**src/source/dac_ctrl_pkg.sv**
```systemverilog
//////////////////////////////
// shared types and constants for the AD5601 DAC control block
// SCLK_DIV must be even, the word is always sent MSB first
//////////////////////////////

package dac_ctrl_pkg;

    //////////////////////////////
    // widths and counters

    localparam int DAC_WORD_W = 16;                   // DAC command word and bus data
    localparam int DAC_GAIN_W = 8;                    // DAC code field
    localparam int REG_ADDR_W = 4;                    // register word address
    localparam int SCLK_DIV   = 4;                    // system clocks per sclk period
    localparam int DIV_CNT_W  = $clog2(SCLK_DIV);
    localparam int BIT_CNT_W  = $clog2(DAC_WORD_W);

    //////////////////////////////
    // register map and reset values

    localparam logic [REG_ADDR_W-1:0] ADDR_VERSION = 4'd0;
    localparam logic [REG_ADDR_W-1:0] ADDR_DAC     = 4'd1;
    localparam logic [REG_ADDR_W-1:0] ADDR_EN_MMI  = 4'd2;  // mirror of the control-select pin

    localparam logic [DAC_WORD_W-1:0] MODULE_VERSION = 16'd1;
    localparam logic [DAC_WORD_W-1:0] DAC_DEFAULT    = 16'd100; // sent once after reset

    //////////////////////////////
    // types

    // AD5601 input shift register layout, pd_mode sits in the top two bits
    typedef struct packed {
        logic [1:0]            pd_mode;   // power-down mode
        logic [DAC_GAIN_W-1:0] gain;      // DAC code
        logic [5:0]            rsvd;      // don't care
    } dac_fields_t;

    // bus sees the raw word, direct path only touches the gain
    typedef union packed {
        logic [DAC_WORD_W-1:0] raw;
        dac_fields_t           fields;
    } dac_word_u;

    typedef struct packed {
        logic                  cyc;
        logic                  stb;
        logic                  we;
        logic [REG_ADDR_W-1:0] adr;
        logic [DAC_WORD_W-1:0] dat;
    } wb_req_t;

    typedef struct packed {
        logic                  ack;
        logic [DAC_WORD_W-1:0] dat;
    } wb_rsp_t;

    typedef struct packed {
        logic sync_n;   // active-low frame
        logic sclk;     // idles high
        logic mosi;
    } spi_pins_t;

endpackage

```
**src/source/dac_reg_bank.sv**
```systemverilog
//////////////////////////////
// Wishbone classic slave, single transfers only, ack one cycle after the request
// bus writes to the DAC word only count while en_mmi_ctrl is high
//////////////////////////////

`timescale 1ns/1ps

module dac_reg_bank import dac_ctrl_pkg::*; (
    input  logic                  clk_ifc,
    input  logic                  SET_DEFAULT_ON_RESET,
    input  wb_req_t               wb_req,
    output wb_rsp_t               wb_rsp,
    input  logic                  en_mmi_ctrl,
    input  logic [DAC_GAIN_W-1:0] gain,
    input  logic                  gain_valid,
    output dac_word_u             cmd,
    output logic                  cmd_valid
);

    logic                  ack_q;
    logic [DAC_WORD_W-1:0] rd_dat_q;
    logic [DAC_WORD_W-1:0] rd_mux;
    dac_word_u             word_q;
    logic                  boot_q;        // high through reset, sends the default once
    logic                  cmd_valid_q;
    logic                  bus_req;
    logic                  bus_wr_dac;
    logic                  gain_wr;

    //////////////////////////////
    // bus decode

    assign bus_req = wb_req.cyc & wb_req.stb;

    // write lands at the end of the ack cycle, master still holds adr/dat there
    assign bus_wr_dac = ack_q & bus_req & wb_req.we
                      & (wb_req.adr == ADDR_DAC) & en_mmi_ctrl;

    assign gain_wr = gain_valid & ~en_mmi_ctrl;   // strobe ignored in bus mode

    always_comb begin
        case (wb_req.adr)
            ADDR_VERSION: rd_mux = MODULE_VERSION;
            ADDR_DAC:     rd_mux = word_q.raw;
            ADDR_EN_MMI:  rd_mux = {{(DAC_WORD_W-1){1'b0}}, en_mmi_ctrl};
            default:      rd_mux = '0;            // unmapped reads zero
        endcase
    end

    always_ff @(posedge clk_ifc) begin
        if (SET_DEFAULT_ON_RESET) begin
            ack_q <= 1'b0;
        end else begin
            ack_q <= bus_req & ~ack_q;            // single-cycle ack, never back to back
        end
    end

    // read data captured with the ack
    always_ff @(posedge clk_ifc) begin
        if (bus_req & ~ack_q) begin
            rd_dat_q <= rd_mux;
        end
    end

    assign wb_rsp.ack = ack_q;
    assign wb_rsp.dat = rd_dat_q;

    //////////////////////////////
    // DAC word and command pulse

    always_ff @(posedge clk_ifc) begin
        if (SET_DEFAULT_ON_RESET) begin
            word_q.raw <= DAC_DEFAULT;
        end else if (bus_wr_dac) begin
            word_q.raw <= wb_req.dat;
        end else if (gain_wr) begin
            word_q.fields.gain <= gain;           // pd_mode and rsvd kept
        end
    end

    always_ff @(posedge clk_ifc) begin
        if (SET_DEFAULT_ON_RESET) begin
            boot_q      <= 1'b1;
            cmd_valid_q <= 1'b0;
        end else begin
            boot_q      <= 1'b0;
            cmd_valid_q <= boot_q | bus_wr_dac | gain_wr;
        end
    end

    // word and pulse line up in the cycle after the change
    assign cmd       = word_q;
    assign cmd_valid = cmd_valid_q;

    //////////////////////////////
    // checks

    // every ack answers a request that was there the cycle before and is still held
    assert property (@(posedge clk_ifc) disable iff (SET_DEFAULT_ON_RESET)
        wb_rsp.ack |-> $past(bus_req) && bus_req);

endmodule

```
**src/source/dac_cmd_holder.sv**
```systemverilog
//////////////////////////////
// one-entry command store, a newer command overwrites a pending one
//////////////////////////////

`timescale 1ns/1ps

module dac_cmd_holder import dac_ctrl_pkg::*; (
    input  logic      clk_ifc,
    input  logic      SET_DEFAULT_ON_RESET,
    input  dac_word_u cmd,
    input  logic      cmd_valid,
    input  logic      busy,
    output logic      start,
    output dac_word_u start_word
);

    dac_word_u word_q;
    logic      full_q;

    // hand over as soon as the shifter is free
    assign start      = full_q & ~busy;
    assign start_word = word_q;

    always_ff @(posedge clk_ifc) begin
        if (cmd_valid) begin
            word_q <= cmd;                 // newest wins
        end
    end

    always_ff @(posedge clk_ifc) begin
        if (SET_DEFAULT_ON_RESET) begin
            full_q <= 1'b0;
        end else if (cmd_valid) begin
            full_q <= 1'b1;                // refill even on the start cycle
        end else if (start) begin
            full_q <= 1'b0;
        end
    end

    //////////////////////////////
    // checks

    // the shifter must take each start and report busy on the next cycle
    assert property (@(posedge clk_ifc) disable iff (SET_DEFAULT_ON_RESET)
        start |=> busy);

endmodule

```
**src/source/dac_spi_shifter.sv**
```systemverilog
//////////////////////////////
// one 16-bit frame per start, start to done is 16*SCLK_DIV+2 cycles
// mosi moves on rising sclk, the DAC samples on falling sclk
//////////////////////////////

`timescale 1ns/1ps

module dac_spi_shifter import dac_ctrl_pkg::*; (
    input  logic      clk_ifc,
    input  logic      SET_DEFAULT_ON_RESET,
    input  logic      start,
    input  dac_word_u start_word,
    output logic      busy,
    output logic      done,
    output spi_pins_t spi
);

    typedef enum logic [1:0] {
        ST_IDLE,
        ST_SHIFT,   // 16 bit periods
        ST_HOLD,    // last sclk rise with sync still low
        ST_DONE     // sync back high
    } shift_state_t;

    shift_state_t          state_q;
    logic [DIV_CNT_W-1:0]  div_cnt_q;
    logic [BIT_CNT_W-1:0]  bit_cnt_q;
    logic [DAC_WORD_W-1:0] shreg_q;
    logic                  sync_n_q;
    logic                  sclk_q;
    logic                  div_wrap;
    logic                  last_bit;

    assign div_wrap = (div_cnt_q == DIV_CNT_W'(SCLK_DIV - 1));
    assign last_bit = (bit_cnt_q == BIT_CNT_W'(DAC_WORD_W - 1));

    //////////////////////////////
    // frame sequencer

    always_ff @(posedge clk_ifc) begin
        if (SET_DEFAULT_ON_RESET) begin
            state_q   <= ST_IDLE;
            div_cnt_q <= '0;
            bit_cnt_q <= '0;
            shreg_q   <= '0;
            sync_n_q  <= 1'b1;
            sclk_q    <= 1'b1;
        end else begin
            case (state_q)
                ST_IDLE: begin
                    if (start) begin
                        state_q   <= ST_SHIFT;
                        shreg_q   <= start_word.raw;   // msb on mosi right away
                        sync_n_q  <= 1'b0;
                        div_cnt_q <= '0;
                        bit_cnt_q <= '0;
                    end
                end
                ST_SHIFT: begin
                    div_cnt_q <= div_cnt_q + 1'b1;
                    if (div_cnt_q == DIV_CNT_W'(SCLK_DIV/2 - 1)) begin
                        sclk_q <= 1'b0;                // falling edge mid bit
                    end
                    if (div_wrap) begin
                        sclk_q <= 1'b1;
                        if (last_bit) begin
                            state_q <= ST_HOLD;
                        end else begin
                            bit_cnt_q <= bit_cnt_q + 1'b1;
                            shreg_q   <= {shreg_q[DAC_WORD_W-2:0], 1'b0};
                        end
                    end
                end
                ST_HOLD: begin
                    state_q  <= ST_DONE;
                    sync_n_q <= 1'b1;
                end
                default: begin
                    state_q <= ST_IDLE;                // ST_DONE
                end
            endcase
        end
    end

    assign busy = (state_q != ST_IDLE);
    assign done = (state_q == ST_DONE);

    assign spi.sync_n = sync_n_q;
    assign spi.sclk   = sclk_q;
    assign spi.mosi   = shreg_q[DAC_WORD_W-1];

    //////////////////////////////
    // checks

    assert property (@(posedge clk_ifc) disable iff (SET_DEFAULT_ON_RESET)
        !busy |-> spi.sync_n);

endmodule

```
**src/source/dac_ad5601_ctrl.sv**
```systemverilog
//////////////////////////////
// AD5601 control top, one synchronous active-high reset for all blocks
//////////////////////////////

`timescale 1ns/1ps

module dac_ad5601_ctrl import dac_ctrl_pkg::*; (
    input  logic                  clk_ifc,
    input  logic                  SET_DEFAULT_ON_RESET,
    input  wb_req_t               wb_req,
    output wb_rsp_t               wb_rsp,
    input  logic                  en_mmi_ctrl,   // low hands the gain field to the direct path
    input  logic [DAC_GAIN_W-1:0] gain,
    input  logic                  gain_valid,
    output spi_pins_t             spi,
    output logic                  done
);

    dac_word_u cmd;
    logic      cmd_valid;
    dac_word_u start_word;
    logic      start;
    logic      busy;

    // producer, register bank
    dac_reg_bank u_reg_bank (
        .clk_ifc              ( clk_ifc              ),
        .SET_DEFAULT_ON_RESET ( SET_DEFAULT_ON_RESET ),
        .wb_req               ( wb_req               ),
        .wb_rsp               ( wb_rsp               ),
        .en_mmi_ctrl          ( en_mmi_ctrl          ),
        .gain                 ( gain                 ),
        .gain_valid           ( gain_valid           ),
        .cmd                  ( cmd                  ),
        .cmd_valid            ( cmd_valid            )
    );

    // merges updates that arrive mid frame
    dac_cmd_holder u_cmd_holder (
        .clk_ifc              ( clk_ifc              ),
        .SET_DEFAULT_ON_RESET ( SET_DEFAULT_ON_RESET ),
        .cmd                  ( cmd                  ),
        .cmd_valid            ( cmd_valid            ),
        .busy                 ( busy                 ),
        .start                ( start                ),
        .start_word           ( start_word           )
    );

    dac_spi_shifter u_spi_shifter (
        .clk_ifc              ( clk_ifc              ),
        .SET_DEFAULT_ON_RESET ( SET_DEFAULT_ON_RESET ),
        .start                ( start                ),
        .start_word           ( start_word           ),
        .busy                 ( busy                 ),
        .done                 ( done                 ),
        .spi                  ( spi                  )
    );

endmodule

```
**config.mk**
```make
export PLATFORM = sky130hd
export DESIGN_NAME = dac_ad5601_ctrl
export DESIGN_NICKNAME = d
export VERILOG_FILES = /design/src/source/dac_ctrl_pkg.sv /design/src/source/dac_reg_bank.sv /design/src/source/dac_cmd_holder.sv /design/src/source/dac_spi_shifter.sv /design/src/source/dac_ad5601_ctrl.sv
export SDC_FILE = /design/constraint.sdc
export NUM_CORES = 1
export LEC_CHECK = 0
export ABC_AREA = 1
export BUFFER_PORTS_ARGS = -buffer_cell sky130_fd_sc_hd__buf_2
export CAP_MARGIN = 30
export CORE_AREA = 2 2 97 81
export CTS_BUF_LIST = sky130_fd_sc_hd__clkbuf_4
export DETAILED_ROUTE_END_ITERATION = 7
export DIE_AREA = 0 0 99 83
export GPL_TIMING_DRIVEN = 0
export HOLD_SLACK_MARGIN = 0.05
export PLACE_DENSITY = 0.7
export SYNTH_ARGS = -nofsm -noshare
export SYNTH_HDL_FRONTEND = slang
export SYNTH_HIERARCHICAL = 1
export SYNTH_SLANG_ARGS = --single-unit
```
**constraint.sdc**
```tcl
create_clock -name clk_ifc -period 5 [get_ports clk_ifc]
set_input_delay 1 -clock clk_ifc [delete_from_list [all_inputs] [get_ports clk_ifc]]
set_output_delay 1 -clock clk_ifc [all_outputs]
set_load 0.03 [all_outputs]
```
==> impl_metrics.toml, run 1 <==
[setup_path]
endpoint_kind = "output pin"
crit_start = "u_spi_shifter/state_q[0]"
cp_slowest_cell = "dfxtp_1"
cp_max_fo = 5
path_cells = "ha_1, buf_2"
max_stage_delay_ns = 0.43
cp-start-kind = "flip-flop"
r2r-start = "u_spi_shifter/state_q[0]"
arrival_ns = 1.20
worst-setup-path-type = "reg -> out"
worstPathRequired_ns = 4.00

[die]
initial_core_util_pct = 49.2
die_w_um = 99
dieHeight_um = 83
core_mm2 = 0.00718
std_cell_rows = 28
die-area_mm2 = 0.00822
ios = 56

[synth]
syn-cell-area_mm2 = 0.00353
synth_top_cells_by_area = "edfxtp_1 27%, dfxtp_1 26%, nand2_1 8.5%"
synth_cells = 405
ys_ff_latch = 78
yosysWarningCount = 6
ys_seq_area_share_pct = 53.3
synth.distinct_cells = 28
avgSynthCellArea_um2 = 8.72
synth_top_area_share_pct = 27.2
synth_top_area_cell = "edfxtp_1"
synth_fp_nets = 448

[power]
p_switching_w = 0.000567
comb_power_share_pct = 30.0
p_leak_nw = 1.83
power.internal_w = 0.00108
p_clk_share_pct = 23.3
power_density_mw_per_mm2 = 405
peakVddDrop_v = 0.000139
total_power_w = 0.00165
p_seq_share_pct = 46.7
switching_share_pct = 34.4

[global_routing]
grt_pass1_wl_um = 11700
grt_pass1_vias = 2585
grt_max_degree = 18
antenna_found_initial = 0
track_usage_pct = 17.6
grt_overflow = 0

[finish]
area_delta_synth_final_pct = 15.3
layout_commonest_cell = "nand2_1"
finalInstanceArea_mm2 = 0.00407
diodes = 0
final_cell_mix = "80 x nand2_1, 66 x nor2_1, 61 x buf_2, 46 x dfxtp_1, 40 x inv_1"
layout.nets = 515
drive_gt1_share_pct = 24.9

[sta]
setup_violations = 0
rsz0062_at_grt = "no"
finalHoldViolCount = 0
fmax_ghz = 0.455
max_slew_margin_pct = 50.4
min_period_ns = 2.20
finalSetupTns_ns = 0
tightestPinTransition_ns = 0.743
finalCritPeriodShare_pct = 43.9
skew_ns = 0.0141
slew_violations = 0

[worst_hold_path]
hp-start = "u_cmd_holder/full_q"
worstHoldPathType = "reg -> reg"

[clock_tree]
cts_buffers = 9
cts_sinks = 78
cts_setup_buffers = 0
path_clk_slew_ns = 0.12
cts_tree = "yes"
h-tree-depth = 3
clock-root-buffer = "clkbuf_4"
ctsHoldBuffers = 0
post_cts_resized = 0
clockBufferDepth = 2
clock_latency_ns = 0.42

[drt]
drt-total-wl_um = 6770
via_count = 2739
route.detailed.drc = 0
drt_pass1_iterations = 4
vias_per_cell = 4.83
ant_nets = 0
wl_per_cell_um = 11.9
drt_iter0_drc = 136

[flow_run]
drv_cap = 0

[place]
place_congestion = 0.793
io_buffer_count = 55
placed_cell_area_mm2 = 0.00393
hpwlAfterDp_um = 4920

[outcome]
status = "finished clean"
==> power groups by stage <==
stage	registers [W]	logic, W	clock network (W)
after global routing	0.000777	0.000560	0.000420
after floorplan	0.000782	0.000385	0
after detailed placement	0.000784	0.000492	0
after CTS	0.000769	0.000494	0.000394
final	0.000769	0.000495	0.000384
after global placement	0.000782	0.000486	0
==> cells by family after synthesis <==
group / synth area share [%]
adder cells (fa/ha/maj): 2.83
AO/OA/AOI/OAI: 7.44
flip-flops: 53.3
buffers and inverters: 9.50
AND/OR/NAND/NOR: 26.9
==> layer usage <==
layer  GRT usage [%]  vias to the layer above  share of wire [%]
met5               0                        -                  0
met4            3.74                        0               0.90
met3            6.48                        4                5.3
met2            27.8                       69                 46
met1            23.3                     1235                 48
li1                -                     1431                  -
==> worst max-delay path, delay by kind of cell, from the launching register on <==
family | cells | cell delay [ns]
adder cells (fa/ha/maj) | 1 | 0.17
buffers and inverters | 1 | 0.18
flip-flops | 1 | 0.43
==> cell usage after synthesis <==
master     n
a21boi_0  15
a21oi_1   13
a21oi_2    2
buf_2      6
buf_4      4
buf_6      8
clkbuf_1   1
clkinv_1   1
dfxtp_1   46
edfxtp_1  32
ha_1       8
inv_1     40
inv_2      4
inv_4      2
nand2_1   80
nand2_2    7
nand2_4    2
nand3_1   38
nand3_2    3
nand3b_1   2
nand4_1    2
nor2_1    66
nor2_2     7
nor2_8     2
nor3_1     1
o21ai_0    4
o21ai_1    8
o31ai_1    1
==> through the flow <==
stage	std cells	hold WS, ns	utilization (%)	setup WS, ns
floorplan	405	0.405	-	2.74
global placement	550	0.415	54.6	2.40
detailed placement	551	0.449	54.7	2.79
CTS	567	0.469	56.7	2.77
global route	567	0.489	56.7	2.69
finish	567	0.469	56.7	2.80
==> flip-flops by register name, indices dropped and copies added (netlist names) <==
name,flops
u_spi_shifter/sclk_q,1
u_reg_bank/cmd_valid,1
u_spi_shifter/sync_n_q,1
u_spi_shifter/bit_cnt_q,4
u_reg_bank/ack_q,1
u_spi_shifter/div_cnt_q,2
u_reg_bank/cmd,16
u_cmd_holder/start_word,16
u_spi_shifter/state_q,2
u_spi_shifter/shreg_q,16
u_cmd_holder/full_q,1
u_reg_bank/rd_dat_q,16
u_reg_bank/boot_q,1
==> final cells by class <==
cell class | count | area, um^2
Buffer | 19 | 154
Tap cell | 90 | 113
Sequential cell | 78 | 1880
Multi-Input combinational cell | 261 | 1310
Clock inverter | 6 | 70.1
Timing Repair Buffer | 56 | 283
Inverter | 47 | 181
Fill cell | 679 | 3110
Clock buffer | 10 | 75.1
==> final timing paths <==
check                                   to  slack (ns)  depth (start not counted)
setup reg to reg  u_spi_shifter/shreg_q[8]        3.10                         13
setup / recovery                      done        2.80                          2
hold reg to reg        u_cmd_holder/full_q        0.47                          2
hold / removal         u_cmd_holder/full_q        0.47                          2
Note: power is estimated with default switching activity, not from simulation.
==> run 2: changes to the inputs <==
--- a/config.mk
+++ b/config.mk
@@ -14,7 +14,7 @@
 export DIE_AREA = 0 0 99 83
 export GPL_TIMING_DRIVEN = 0
 export HOLD_SLACK_MARGIN = 0.05
-export PLACE_DENSITY = 0.7
+export PLACE_DENSITY = 0.73
 export SYNTH_ARGS = -nofsm -noshare
 export SYNTH_HDL_FRONTEND = slang
 export SYNTH_HIERARCHICAL = 1
==> constraint.sdc (replaced) <==
create_clock -name clk_ifc -period 1.95 [get_ports clk_ifc]
set_input_delay 0.39 -clock clk_ifc [delete_from_list [all_inputs] [get_ports clk_ifc]]
set_output_delay 0.39 -clock clk_ifc [all_outputs]
set_load 0.03 [all_outputs]
==> run 2 against run 1 <==
Against the previous run: clock power grew to 2.8 times the previous value; count of clock-buffer cells in the layout stayed put; hold slack worse by 0.29 ns; final area increased by 0.71%; clock skew barely moved; sequential share of layout area down 0.32 points; via count decreased by 0.37%; first-iteration DRC count is 13% higher; final cell count unchanged; critical endpoint is now u_spi_shifter/shreg_q[0]; combinational power rose to 2.6 times the previous value; global-route usage barely moved.
==> impl_metrics.toml, run 2 (synthesized netlist as in run 1, its figures left out) <==
[die]
die_w_um = 99
initial_core_util_pct = 49.2
core_mm2 = 0.00718
std_cell_rows = 28
die-area_mm2 = 0.00822
ios = 56
dieHeight_um = 83

[power]
comb_power_share_pct = 29.7
p_clk_share_pct = 24.6
p_switching_w = 0.00142
switching_share_pct = 32.8
total_power_w = 0.00432
p_seq_share_pct = 45.7
power.internal_w = 0.00290
peakVddDrop_v = 0.000408
power_density_mw_per_mm2 = 1050
p_leak_nw = 1.85

[finish]
diodes = 0
area_delta_synth_final_pct = 16.1
register_area_mm2 = 0.00188
layout_commonest_cell = "nand2_1"
finish.utilization_pct = 57.1
multi_input_area_mm2 = 0.00133
drive_gt1_share_pct = 25.2
fillCellCount = 670
final_cell_mix = "80 x nand2_1, 66 x nor2_1, 61 x buf_2, 46 x dfxtp_1, 40 x inv_1"
layout.nets = 515

[setup_path]
crit_family = "buffers and inverters"
path_cells = "inv_1, ha_4, inv_1, nor2_1, inv_1, nand2_2, nand2_2, inv_2, nand2_2, inv_4, buf_6, nor2_1, nor2_1"
max_stage_delay_ns = 0.42
crit_buf_inv = 6
cp-start-kind = "flip-flop"
cp_slowest_cell = "dfxtp_1"
endpoint_kind = "flip-flop"
worstPathRequired_ns = 2.26
worst-setup-path-type = "reg -> reg"
arrival_ns = 2.06
cp_max_fo = 10

[global_routing]
antenna_found_initial = 0
grt_max_degree = 18
grt_overflow = 0
grt_pass1_wl_um = 11700
track_usage_pct = 17.6
grt_pass1_vias = 2486

[clock_tree]
clock-root-buffer = "clkbuf_4"
ctsHoldBuffers = 0
cts_buffers = 9
path_clk_slew_ns = 0.12
post_cts_resized = 0
clockBufferDepth = 2
h-tree-depth = 3
cts_tree = "yes"
cts_sinks = 78
cts_setup_buffers = 0
clock_latency_ns = 0.42

[sta]
finalHoldViolCount = 0
finalSetupTns_ns = 0
rsz0062_at_grt = "no"
setup_violations = 0
max_slew_margin_pct = 50.6
skew_ns = 0.0139
fmax_ghz = 0.571
min_period_ns = 1.75
slew_violations = 0
finalCritPeriodShare_pct = 89.8
tightestPinTransition_ns = 0.741

[place]
hpwlAfterDp_um = 5030
io_buffer_count = 55
place_congestion = 0.767

[drt]
drt-total-wl_um = 6720
route.detailed.drc = 0
drt_iter0_drc = 154
wl_per_cell_um = 11.9
via_count = 2729
vias_per_cell = 4.81
ant_nets = 0
drt_pass1_iterations = 4

[flow_run]
drv_cap = 0

[worst_hold_path]
worstHoldPathType = "in -> reg"

[outcome]
status = "finished clean"
==> run 2: cell count changes in the layout (fill, tap and decap cells not counted), sizes merged <==
| cell | previous run | this run |
|---|---|---|
| clkinv | 1 | 4 |
| clkinvlp | 3 | 1 |
| inv | 48 | 46 |
| bufinv | 1 | 2 |
==> run 2: worst reg2reg max path, stage by stage, from the launching register on <==
cell	delay [ns]
dfxtp_1	0.42
inv_1	0.12
ha_4	0.20
inv_1	0.08
nor2_1	0.05
inv_1	0.07
nand2_2	0.09
nand2_2	0.08
inv_2	0.04
nand2_2	0.12
inv_4	0.08
buf_6	0.15
nor2_1	0.11
nor2_1	0.05
==> run 2: final timing paths <==
kind	depth (start not counted)	to	start	slack, ns
hold / removal	3	u_reg_bank/cmd[5]	wb_req[5]	0.18
setup reg to reg	13	u_spi_shifter/shreg_q[0]	u_spi_shifter/state_q[0]	0.20
hold reg to reg	2	u_cmd_holder/full_q	u_cmd_holder/full_q	0.47
setup / recovery	13	u_spi_shifter/shreg_q[0]	u_spi_shifter/state_q[0]	0.20
==> run 2: area by class of cell <==
type / instances / area share, %
Timing Repair Buffer: 56 / 6.90
Clock inverter: 6 / 2.11
Inverter: 47 / 4.42
Tap cell: 90 / 2.75
Multi-Input combinational cell: 261 / 32.3
Sequential cell: 78 / 45.9
Buffer: 19 / 3.75
Clock buffer: 10 / 1.83
==> run 2: power by group through the flow <==
| stage | combinational (W) | clock (W) | sequential, W |
|---|---|---|---|
| finish | 0.00128 | 0.00106 | 0.00197 |
| global route | 0.00144 | 0.00118 | 0.00200 |
| CTS | 0.00127 | 0.00110 | 0.00197 |
| detailed placement | 0.00127 | 0 | 0.00201 |
| global placement | 0.00124 | 0 | 0.00200 |
| floorplan | 0.000986 | 0 | 0.00201 |
==> run 2: layer usage <==
| layer | global-route usage, % | up-vias | wire [um] |
|---|---|---|---|
| met3 | 5.98 | 4 | 400 |
| li1 | - | 1428 | - |
| met1 | 24.0 | 1218 | 3120 |
| met2 | 26.9 | 79 | 3140 |
| met5 | 0 | - | 0 |
| met4 | 4.86 | 0 | 60 |
==> run 2: through the flow <==
stage / cell area [um^2] / worst slack [ns] / hold WS [ns] / instances
6_report: 4100 / 0.199 / 0.179 / 567
5_1_grt: 4100 / 0.0271 / 0.135 / 567
4_1_cts: 4090 / 0.0835 / 0.158 / 567
3_5_place_dp: 3930 / 0.114 / 0.435 / 551
3_3_place_gp: 3920 / -0.0277 / 0.413 / 550
2_1_floorplan: 3530 / 0.296 / 0.405 / 405
==> run 3: changes to the inputs <==
--- a/config.mk
+++ b/config.mk
@@ -14,7 +14,7 @@
 export DIE_AREA = 0 0 99 83
 export GPL_TIMING_DRIVEN = 0
 export HOLD_SLACK_MARGIN = 0.05
-export PLACE_DENSITY = 0.73
+export PLACE_DENSITY_LB_ADDON = 0.3
 export SYNTH_ARGS = -nofsm -noshare
 export SYNTH_HDL_FRONTEND = slang
 export SYNTH_HIERARCHICAL = 1
==> run 3 against run 2 <==
Against the previous run: global-route usage grew 0.22 points; combinational power is essentially flat; via count is 1.0% higher; final area decreased by 0.31%; non-clock buffer count unchanged; hold slack worse by 0.021 ns; critical path type unchanged; sequential cell count unchanged; fmax down 1.9%.
==> impl_metrics.toml, run 3 (synthesized netlist as in run 1, its figures left out) <==
[outcome]
status = "finished clean"

[power]
peakVddDrop_v = 0.000379
p_leak_nw = 1.84
power_density_mw_per_mm2 = 1040

[setup_path]
cp_max_fo = 10
cp-start-kind = "flip-flop"
arrival_ns = 2.11
endpoint_kind = "flip-flop"
cp_slowest_cell = "dfxtp_1"
worst-setup-path-type = "reg -> reg"
path_cells = "inv_1, ha_4, inv_1, nor2_1, inv_1, nand2_2, nand2_2, inv_2, nand2_2, inv_4, buf_6, nor2_2, nor2_2"
max_stage_delay_ns = 0.42
worstPathRequired_ns = 2.28

[clock_tree]
cts_sinks = 78
clock-root-buffer = "clkbuf_4"
cts_buffers = 9
clockBufferDepth = 2
h-tree-depth = 3
cts_tree = "yes"
path_clk_slew_ns = 0.13
cts_setup_buffers = 0
clock_latency_ns = 0.43
ctsHoldBuffers = 0

[drt]
route.detailed.drc = 0
via_count = 2757
drt_iter0_drc = 121
drt-total-wl_um = 6880
wl_per_cell_um = 12.1
ant_nets = 0
vias_per_cell = 4.85
drt_pass1_iterations = 4

[sta]
fmax_ghz = 0.560
setup_violations = 0
skew_ns = 0.0178
tightestPinTransition_ns = 0.711
min_period_ns = 1.78
fin_ws_ns = 0.166
finalCritPeriodShare_pct = 91.5
max_slew_margin_pct = 52.5
finalHoldViolCount = 0
rsz0062_at_grt = "no"
slew_violations = 0

[flow_run]
drv_cap = 0

[place]
pre_cts_ws_ns = 0.0811
hpwlAfterDp_um = 5060
io_buffer_count = 55
place_congestion = 0.782
placed_cell_area_mm2 = 0.00393

[global_routing]
grt_pass1_wl_um = 11800
track_usage_pct = 17.9
antenna_found_initial = 0
grtUsageMet2_pct = 27.9
grt_pass1_vias = 2642
busiest_layer = "met2"
grt_overflow = 0
use_met1_pct = 23.6
grt_max_degree = 18
grtUsageMet3_pct = 5.22

[die]
initial_core_util_pct = 49.2
std_cell_rows = 28
die-area_mm2 = 0.00822
dieHeight_um = 83
ios = 56
die_w_um = 99
core_mm2 = 0.00718

[finish]
layout_commonest_cell = "nand2_1"
finalInstanceArea_mm2 = 0.00409
final_cell_mix = "80 x nand2_1, 66 x nor2_1, 61 x buf_2, 45 x dfxtp_1, 40 x inv_1"
layout.nets = 515
fillCellCount = 661
drive_gt1_share_pct = 25.4
area_delta_synth_final_pct = 15.8

[worst_hold_path]
worstHoldPathType = "in -> reg"
run 3: cell types whose count changed in the layout (fill, tap and decap cells not counted), sizes merged:
| cell | before | now |
|---|---|---|
| clkinv | 4 | 1 |
| diode | 0 | 1 |
| inv | 46 | 48 |
| bufinv | 2 | 1 |
| clkinvlp | 1 | 3 |
run 3: final cells by class:
type                    count  area (um^2)  area share, %
clock buffers              10         75.1           1.84
plain buffers              19          154           3.76
clock inverters             6         70.1           1.71
multi-input cells         261         1330           32.4
inverters                  47          181           4.44
diodes                      1         2.50         0.0612
flip-flops and latches     78         1880           46.1
repair buffers             56          283           6.92
well taps                  90          113           2.75
run 3: timing repair:
action / 4_1_cts / 5_1_grt
setup endpoints to repair: 0 / 13
gates resized for setup: 0 / 3
hold endpoints to repair: 0 / 0
run 3: routing by layer:
metal | share of wire [%] | up-vias | routed length, um
li1 | - | 1427 | -
met1 | 47 | 1251 | 3260
met2 | 46 | 69 | 3170
met3 | 5.2 | 10 | 355
met4 | 1.4 | 0 | 94
met5 | 0 | - | 0
run 3: critical path: cells and delay by family (launching register included):
family	cells	cell delay, ns
fa+ha+maj	1	0.19
simple gates	6	0.52
buf+inv	6	0.53
flops	1	0.42
run 3: stage by stage:
stage / instances / setup TNS (ns) / utilization, % / hold WS (ns) / power [W]
global route: 567 / 0 / 56.9 / 0.126 / 0.00455
CTS: 567 / 0 / 56.7 / 0.138 / 0.00427
floorplan: 405 / 0 / - / 0.405 / 0.00299
finish: 568 / 0 / 56.9 / 0.158 / 0.00427
global placement: 550 / -0.628 / 54.6 / 0.409 / 0.00325
detailed placement: 551 / 0 / 54.7 / 0.432 / 0.00328
run 3: worst paths after layout:
check | startpoint | cells after the start | end | slack, ns
min reg2reg | u_cmd_holder/full_q | 2 | u_cmd_holder/full_q | 0.47
max | u_spi_shifter/state_q[1] | 13 | u_spi_shifter/shreg_q[9] | 0.17
min | wb_req[5] | 3 | u_reg_bank/cmd[5] | 0.16
max reg2reg | u_spi_shifter/state_q[1] | 13 | u_spi_shifter/shreg_q[9] | 0.17
run 3: power breakdown:
| group | internal, W | switching, W | leakage (nW) |
|---|---|---|---|
| combinational | 0.000504 | 0.000795 | 1.08 |
| clock | 0.000413 | 0.000581 | 0.0697 |
| sequential | 0.00187 | 0.000107 | 0.683 |
